==> src/rtl/cache_pkg.sv <==
package cache_pkg;

    // geometry
    localparam int WORD_W         = 32;
    localparam int WORDS_PER_LINE = 4;
    localparam int NUM_SETS       = 4;
    localparam int NUM_WAYS       = 2;

    // split of a word address
    localparam int PROC_ADDR_W = 30;
    localparam int OFFSET_W    = $clog2(WORDS_PER_LINE);
    localparam int INDEX_W     = $clog2(NUM_SETS);
    localparam int TAG_W       = PROC_ADDR_W - INDEX_W - OFFSET_W;

    typedef logic [WORD_W-1:0]                word_t;
    typedef logic [WORD_W*WORDS_PER_LINE-1:0] line_t;
    typedef logic [PROC_ADDR_W-1:0]           proc_addr_t;
    typedef logic [TAG_W+INDEX_W-1:0]         line_addr_t;
    typedef logic [TAG_W-1:0]                 tag_t;
    typedef logic [INDEX_W-1:0]               index_t;
    typedef logic [OFFSET_W-1:0]              offset_t;
    typedef logic [$clog2(NUM_WAYS)-1:0]      way_t;

    // flat {index, way} position in the valid and dirty vectors
    typedef logic [$clog2(NUM_SETS*NUM_WAYS)-1:0] slot_t;

    typedef enum logic [1:0] {
        IDLE,
        WRITE_BACK,
        ALLOCATE
    } ctrl_state_t;

endpackage

==> src/rtl/way_array.sv <==
module way_array #(
    parameter type entry_t = logic
) (
    input  logic               clk,
    input  logic               we,
    input  cache_pkg::index_t  index,
    input  cache_pkg::way_t    way,
    input  entry_t             wdata,
    output entry_t             set_entries [cache_pkg::NUM_WAYS]
);
    import cache_pkg::*;

    entry_t store [NUM_SETS][NUM_WAYS];

    always_ff @(posedge clk) begin
        if (we) begin
            store[index][way] <= wdata;
        end
    end

    // both ways of the addressed set are read without a clock
    always_comb begin
        for (int w = 0; w < NUM_WAYS; w++) begin
            set_entries[w] = store[index][w];
        end
    end

endmodule

==> src/rtl/word_access.sv <==
module word_access (
    input  cache_pkg::line_t   line_in,
    input  cache_pkg::offset_t offset,
    input  cache_pkg::word_t   wdata,
    input  logic               merge_en,
    output cache_pkg::word_t   rdata,
    output cache_pkg::line_t   line_merged
);
    import cache_pkg::*;

    // word 0 sits in the low bits of the line
    assign rdata = line_in[offset*WORD_W +: WORD_W];

    always_comb begin
        line_merged = line_in;
        // only a write replaces the addressed word
        if (merge_en) begin
            line_merged[offset*WORD_W +: WORD_W] = wdata;
        end
    end

endmodule

==> src/rtl/set_lookup.sv <==
module set_lookup (
    input  cache_pkg::proc_addr_t         proc_addr,
    input  cache_pkg::tag_t               stored_tags [cache_pkg::NUM_WAYS],
    input  logic [cache_pkg::NUM_WAYS-1:0] valid_bits,
    input  cache_pkg::way_t               lru_bit,
    output cache_pkg::tag_t               tag,
    output cache_pkg::index_t             index,
    output cache_pkg::offset_t            offset,
    output logic                          hit,
    output cache_pkg::way_t               hit_way,
    output cache_pkg::way_t               victim_way,
    output cache_pkg::slot_t              victim_dirty_sel,
    output cache_pkg::tag_t               victim_tag
);
    import cache_pkg::*;

    logic [NUM_WAYS-1:0] way_match;

    assign {tag, index, offset} = proc_addr;

    // a way only matches when it holds a valid line
    always_comb begin
        for (int w = 0; w < NUM_WAYS; w++) begin
            way_match[w] = valid_bits[w] && (stored_tags[w] == tag);
        end
    end

    assign hit     = |way_match;
    assign hit_way = way_t'(way_match[1]);

    // empty ways fill first, then the least recently used one
    always_comb begin
        if (!valid_bits[0]) begin
            victim_way = way_t'(0);
        end else if (!valid_bits[1]) begin
            victim_way = way_t'(1);
        end else begin
            victim_way = lru_bit;
        end
    end

    assign victim_dirty_sel = {index, victim_way};
    assign victim_tag       = stored_tags[victim_way];

endmodule

==> src/rtl/miss_control.sv <==
module miss_control (
    input  logic                           clk,
    input  logic                           proc_reset,
    input  logic                           proc_read,
    input  logic                           proc_write,
    input  cache_pkg::index_t              index,
    input  cache_pkg::tag_t                tag,
    input  logic                           hit,
    input  cache_pkg::way_t                hit_way,
    input  cache_pkg::way_t                victim_way,
    input  cache_pkg::slot_t               victim_dirty_sel,
    input  cache_pkg::tag_t                victim_tag,
    input  logic                           mem_ready,
    input  cache_pkg::line_t               mem_rdata,
    output logic [cache_pkg::NUM_WAYS-1:0] valid_bits,
    output cache_pkg::way_t                lru_bit,
    output logic                           proc_stall,
    output logic                           mem_read,
    output logic                           mem_write,
    output cache_pkg::line_addr_t          mem_addr,
    output logic                           line_we,
    output logic                           tag_we,
    output cache_pkg::way_t                access_way,
    output logic                           fill_sel,
    output cache_pkg::line_t               mem_line_r
);
    import cache_pkg::*;

    ctrl_state_t                   state_q;
    ctrl_state_t                   state_d;
    logic [NUM_SETS*NUM_WAYS-1:0]  valid_q;
    logic [NUM_SETS*NUM_WAYS-1:0]  dirty_q;
    logic [NUM_SETS-1:0]           lru_q;
    logic                          mem_ready_r;
    logic                          req;
    logic                          hit_access;
    logic                          fill_done;
    logic                          victim_dirty;
    slot_t                         hit_slot;

    assign req          = proc_read | proc_write;
    assign hit_access   = (state_q == IDLE) && req && hit;
    assign fill_done    = (state_q == ALLOCATE) && mem_ready_r;
    assign hit_slot     = {index, hit_way};
    assign victim_dirty = dirty_q[victim_dirty_sel];

    // per-set view for the lookup
    assign valid_bits = valid_q[index*NUM_WAYS +: NUM_WAYS];
    assign lru_bit    = way_t'(lru_q[index]);

    always_comb begin
        state_d    = state_q;
        proc_stall = 1'b0;
        mem_read   = 1'b0;
        mem_write  = 1'b0;
        mem_addr   = {tag, index};
        line_we    = 1'b0;
        tag_we     = 1'b0;
        access_way = hit_way;
        fill_sel   = 1'b0;
        case (state_q)
            IDLE: begin
                if (req && !hit) begin
                    proc_stall = 1'b1;
                    if (victim_dirty) begin
                        mem_write = 1'b1;
                        mem_addr  = {victim_tag, index};
                        state_d   = WRITE_BACK;
                    end else begin
                        mem_read = 1'b1;
                        state_d  = ALLOCATE;
                    end
                end else if (proc_write && hit) begin
                    line_we = 1'b1;
                end
            end
            WRITE_BACK: begin
                proc_stall = 1'b1;
                mem_write  = 1'b1;
                mem_addr   = {victim_tag, index};
                access_way = victim_way;
                if (mem_ready) begin
                    state_d = ALLOCATE;
                end
            end
            ALLOCATE: begin
                access_way = victim_way;
                fill_sel   = 1'b1;
                // the registered ready marks the fill cycle
                if (mem_ready_r) begin
                    line_we = 1'b1;
                    tag_we  = 1'b1;
                    state_d = IDLE;
                end else begin
                    proc_stall = 1'b1;
                    mem_read   = 1'b1;
                end
            end
            default: begin
                state_d = IDLE;
            end
        endcase
    end

    always_ff @(posedge clk) begin
        if (proc_reset) begin
            state_q     <= IDLE;
            valid_q     <= '0;
            dirty_q     <= '0;
            lru_q       <= '0;
            mem_ready_r <= 1'b0;
        end else begin
            state_q <= state_d;
            // a write-back ready must not look like read data
            mem_ready_r <= mem_ready && (state_q == ALLOCATE);
            if (hit_access) begin
                lru_q[index] <= ~hit_way;
                if (proc_write) begin
                    dirty_q[hit_slot] <= 1'b1;
                end
            end
            if (fill_done) begin
                valid_q[victim_dirty_sel] <= 1'b1;
                dirty_q[victim_dirty_sel] <= proc_write;
                lru_q[index]              <= ~victim_way;
            end
        end
    end

    // response line held for the fill cycle
    always_ff @(posedge clk) begin
        mem_line_r <= mem_rdata;
    end

endmodule

==> src/rtl/cache_top.sv <==
module cache_top (
    input  logic                  clk,
    input  logic                  proc_reset,
    input  logic                  proc_read,
    input  logic                  proc_write,
    input  cache_pkg::proc_addr_t proc_addr,
    input  cache_pkg::word_t      proc_wdata,
    input  cache_pkg::line_t      mem_rdata,
    input  logic                  mem_ready,
    output logic                  proc_stall,
    output cache_pkg::word_t      proc_rdata,
    output logic                  mem_read,
    output logic                  mem_write,
    output cache_pkg::line_addr_t mem_addr,
    output cache_pkg::line_t      mem_wdata
);
    import cache_pkg::*;

    tag_t                tag;
    index_t              index;
    offset_t             offset;
    logic                hit;
    way_t                hit_way;
    way_t                victim_way;
    slot_t               victim_dirty_sel;
    tag_t                victim_tag;
    logic [NUM_WAYS-1:0] valid_bits;
    way_t                lru_bit;
    logic                line_we;
    logic                tag_we;
    way_t                access_way;
    logic                fill_sel;
    line_t               mem_line_r;
    line_t               set_lines [NUM_WAYS];
    tag_t                set_tags [NUM_WAYS];
    line_t               line_src;
    line_t               line_merged;

    // stored line on a hit, fetched line on a fill
    assign line_src  = fill_sel ? mem_line_r : set_lines[access_way];
    assign mem_wdata = set_lines[victim_way];

    set_lookup set_lookup_i (
        .proc_addr        (proc_addr),
        .stored_tags      (set_tags),
        .valid_bits       (valid_bits),
        .lru_bit          (lru_bit),
        .tag              (tag),
        .index            (index),
        .offset           (offset),
        .hit              (hit),
        .hit_way          (hit_way),
        .victim_way       (victim_way),
        .victim_dirty_sel (victim_dirty_sel),
        .victim_tag       (victim_tag)
    );

    miss_control miss_control_i (
        .clk              (clk),
        .proc_reset       (proc_reset),
        .proc_read        (proc_read),
        .proc_write       (proc_write),
        .index            (index),
        .tag              (tag),
        .hit              (hit),
        .hit_way          (hit_way),
        .victim_way       (victim_way),
        .victim_dirty_sel (victim_dirty_sel),
        .victim_tag       (victim_tag),
        .mem_ready        (mem_ready),
        .mem_rdata        (mem_rdata),
        .valid_bits       (valid_bits),
        .lru_bit          (lru_bit),
        .proc_stall       (proc_stall),
        .mem_read         (mem_read),
        .mem_write        (mem_write),
        .mem_addr         (mem_addr),
        .line_we          (line_we),
        .tag_we           (tag_we),
        .access_way       (access_way),
        .fill_sel         (fill_sel),
        .mem_line_r       (mem_line_r)
    );

    word_access word_access_i (
        .line_in     (line_src),
        .offset      (offset),
        .wdata       (proc_wdata),
        .merge_en    (proc_write),
        .rdata       (proc_rdata),
        .line_merged (line_merged)
    );

    way_array #(
        .entry_t (line_t)
    ) line_array_i (
        .clk         (clk),
        .we          (line_we),
        .index       (index),
        .way         (access_way),
        .wdata       (line_merged),
        .set_entries (set_lines)
    );

    way_array #(
        .entry_t (tag_t)
    ) tag_array_i (
        .clk         (clk),
        .we          (tag_we),
        .index       (index),
        .way         (access_way),
        .wdata       (tag),
        .set_entries (set_tags)
    );

endmodule

==> config.mk <==
export PLATFORM = sky130hd
export DESIGN_NAME = cache_top
export DESIGN_NICKNAME = d
export VERILOG_FILES = /design/src/rtl/cache_pkg.sv /design/src/rtl/way_array.sv /design/src/rtl/word_access.sv /design/src/rtl/set_lookup.sv /design/src/rtl/miss_control.sv /design/src/rtl/cache_top.sv
export SDC_FILE = /design/constraint.sdc
export NUM_CORES = 2
export LEC_CHECK = 0
export BUFFER_PORTS_ARGS = -buffer_cell sky130_fd_sc_hd__buf_2
export CORE_MARGIN = 8
export CORE_UTILIZATION = 45
export CTS_BUF_LIST = sky130_fd_sc_hd__clkbuf_8 sky130_fd_sc_hd__clkbuf_16
export CTS_CLUSTER_DIAMETER = 150
export DETAILED_ROUTE_END_ITERATION = 7
export GPL_TIMING_DRIVEN = 0
export SETUP_SLACK_MARGIN = 0.5
export SLEW_MARGIN = 20
export SYNTH_ARGS = -nofsm -noshare
export SYNTH_HDL_FRONTEND = slang
export SYNTH_SLANG_ARGS = --single-unit
==> constraint.sdc <==
create_clock -name clk -period 17.9 [get_ports clk]
set_input_delay 0.895 -clock clk [delete_from_list [all_inputs] [get_ports clk]]
set_output_delay 0.895 -clock clk [all_outputs]
set_load 0.01 [all_outputs]
==> run_results.csv <==
group,metric,value,unit
timing,clock_skew,0.0387,ns
global_route,grt_pass1_wl,302000,um
floorplan,num_rows,133,
cells_and_area,final_nets,4716,
power_and_ir_drop,p_total,8.24,mW
critical_path,critPathLaunch,"proc_addr[2]",
synthesis,synthesis.nets,3984,
floorplan,initial_utilization,0.454,
timing,worst_pin_slew,1.42,ns
critical_path,start_kind,"input pin",
synthesis,synth_edf_count,1232,
detailed_routing,wl_per_cell,34.3,um
cells_and_area,stdcell_count,6402,
global_route,grt_overflow,0,
synthesis,yosysUniqueCellTypes,56,
place,dp.cells,6118,
timing,tns,0,ns
clock_network,htreeDepth,4,
min_path,hold_end,"miss_control_i.mem_line_r[77]$_DFF_P_",
cells_and_area,syn_to_final_growth,18.3,%
critical_path,cp_max_fo,10,
critical_path,r2r_slack,11.91,ns
timing,post-route-period-util,0.434,
global_route,antenna_found_initial,22,
min_path,hold_depth,1,
global_route,grt_pass1_vias,39100,
place,place_ws,10.34,ns
timing,worst_slack,10.12,ns
timing,slew_headroom,0.0410,
critical_path,criticalPathCategory,"in -> out",
timing,rsz0062_at_grt,"no",
critical_path,r2r-end,"line_array_i.store[2][43]$_DFFE_PP_",
critical_path,rr_worst_depth,15,
detailed_routing,firstDrtPassIters,8,
place,gp_congestion,0.950,
clock_network,post_cts_buffers,0,
clock_network,cts_tree,"done",
synthesis,ys_warn_count,0,
timing,period_needed,7.78,ns
timing,setup_viol_count_final,0,
detailed_routing,drcViolationCount,0,
min_path,hp-start,"mem_rdata[77]",
critical_path,r2r_start,"tag_array_i.store[1][25]$_DFFE_PP_",
synthesis,synthArstFlopShare,0,
timing,slew_viol_final,0,
place,port_buffers,381,
timing,hold_violations,0,
cells_and_area,fill_cells,10700,
timing,max_freq,129,MHz
critical_path,crit_required,17.01,ns
clock_network,clkTransAtPathRegs,0.06,ns
timing,worst_hold_slack,0.206,ns
global_route,grt_max_degree,17,
detailed_routing,routed_via_density,6.41,
synthesis,ys.flop_type,"edfxtp_1",
synthesis,synth_seq_area_share,0.670,
power_and_ir_drop,power.density,117,nW/um^2
cells_and_area,final_util,0.537,
critical_path,end_kind,"primary output",
floorplan,die_area,145000,um^2
clock_network,ctsHoldBuffers,0,
outcome,status,"finished, final reports clean",
global_route,track_usage,0.293,
clock_network,clk-insertion-delay-late,0.79,ns
floorplan,die_w,380,um
synthesis,syn_area,59800,um^2
min_path,min-delay-path-class,"in -> reg",
critical_path,cp.arrival,6.88,ns
place,post_dp_cell_area,65700,um^2
floorplan,core,132000,um^2
detailed_routing,wl,220000,um
cells_and_area,drive_above_1_share,0.293,
synthesis,ys_seq_elements,1383,
synthesis,avgSynthCellArea,15.8,um^2
place,dpl.hpwl,165000,um
power_and_ir_drop,power.leakage,24.0,nW
floorplan,die_h,380,um
clock_network,cts_buffers,147,
floorplan,io_pins,386,
clock_network,clockRootBuffer,"clkbuf_16",
synthesis,syn_inst,3780,
detailed_routing,routed-via-count,41000,
clock_network,post_cts_resized,0,
cells_and_area,final_area,70700,um^2
run,drv_cap,0,
clock_network,clock-sinks,1383,
detailed_routing,ant_nets,0,
detailed_routing,drtIter0Drc,6113,
clock_network,max-clock-path-buffers,3,
power_and_ir_drop,peakVddDrop,0.0885,mV
-- cell families after synthesis --
logic type                 share of synthesized area
muxes                                          0.146
xor gates and xnor gates                     0.00660
AOI/OAI and AO/OA                             0.0902
and+or+nand+nor                               0.0543
DFF                                            0.670
adders and majority gates                    0.00188
buffers and inverters                         0.0310
-- cell usage after synthesis (11+ instances only) --
cell | n | area share
a211oi_1 | 137 | 0.017
a21oi_1 | 15 | 0.0013
and2_1 | 13 | 0.0014
buf_1 | 35 | 0.0022
buf_2 | 59 | 0.0049
buf_4 | 11 | 0.0014
buf_6 | 13 | 0.0024
clkbuf_1 | 171 | 0.011
dfxtp_1 | 151 | 0.051
edfxtp_1 | 1232 | 0.62
inv_1 | 146 | 0.0092
mux2_2 | 129 | 0.024
mux2i_1 | 40 | 0.0067
mux4_2 | 306 | 0.12
nand2_1 | 404 | 0.025
nand2b_1 | 137 | 0.014
nand4_1 | 57 | 0.0060
nor2_1 | 35 | 0.0022
nor3_1 | 13 | 0.0011
o21ai_0 | 136 | 0.011
o2bb2ai_1 | 28 | 0.0041
o311ai_0 | 130 | 0.019
o31ai_1 | 258 | 0.032
xnor2_1 | 44 | 0.0064
-- worst max-delay path, stage by stage --
cell	delay, ns
buf_4	0.20
buf_6	0.23
buf_2	0.42
clkbuf_1	0.44
buf_6	0.25
clkbuf_1	0.84
buf_2	0.55
mux4_2	0.62
nand2_1	0.10
o31ai_1	0.09
o311ai_0	1.10
nand4_1	0.74
buf_2	0.37
-- sequential cells by signal, summed over array words and instances (netlist names) --
register                    count
miss_control_i.state_q          2
miss_control_i.dirty_q          8
line_array_i.store           1024
miss_control_i.valid_q          8
miss_control_i.mem_ready_r      1
miss_control_i.mem_line_r     128
miss_control_i.lru_q            4
tag_array_i.store             208
-- routing by layer --
layer	global-route usage	routed length (um)	vias up
li1	-	-	16600
met3	0.106	30200	568
met2	0.432	96400	3022
met5	0	75	-
met1	0.384	80000	20800
met4	0.143	12800	12
-- placed cells by master (no fill, tap or decap), types with 57 or more instances in the layout --
master     instances
dfxtp_1          151
o21ai_0          135
buf_2            498
nand2b_1         137
o311ai_0          90
nand4_1           57
edfxtp_1        1232
buf_4            112
a211oi_1         137
mux4_2           306
inv_1            172
o31ai_1          258
clkbuf_16        157
nand2_1          404
mux2_2           129
clkbuf_1         164
-- how the worst max path moves through the flow --
stage                                                end  cells past startpoint
global route                              proc_rdata[16]                     13
detailed placement                        proc_rdata[16]                     13
global placement    line_array_i.store[0][228]$_DFFE_PP_                     12
finish                                    proc_rdata[16]                     13
floorplan             line_array_i.store[0][0]$_DFFE_PP_                     12
CTS                                       proc_rdata[16]                     13
-- cell type report --
| cell class | count | area [um^2] | share of cell area |
|---|---|---|---|
| well taps | 1755 | 2200 | 0.0311 |
| multi-input cells | 1960 | 18000 | 0.255 |
| inverters | 148 | 556 | 0.00786 |
| plain buffers | 289 | 1310 | 0.0185 |
| clock buffers | 167 | 4070 | 0.0575 |
| diodes | 17 | 42.5 | 0.000602 |
| clock inverters | 100 | 902 | 0.0128 |
| flip-flops and latches | 1383 | 40000 | 0.566 |
| repair buffers | 583 | 3580 | 0.0506 |
-- power breakdown --
part	switching (mW)	internal (mW)	leakage [nW]
clock	1.28	1.83	2.53
sequential	0.0242	3.77	12.3
combinational	1.01	0.318	9.16
total	2.32	5.92	24.0
No activity file was read; power rests on OpenSTA's default activity.
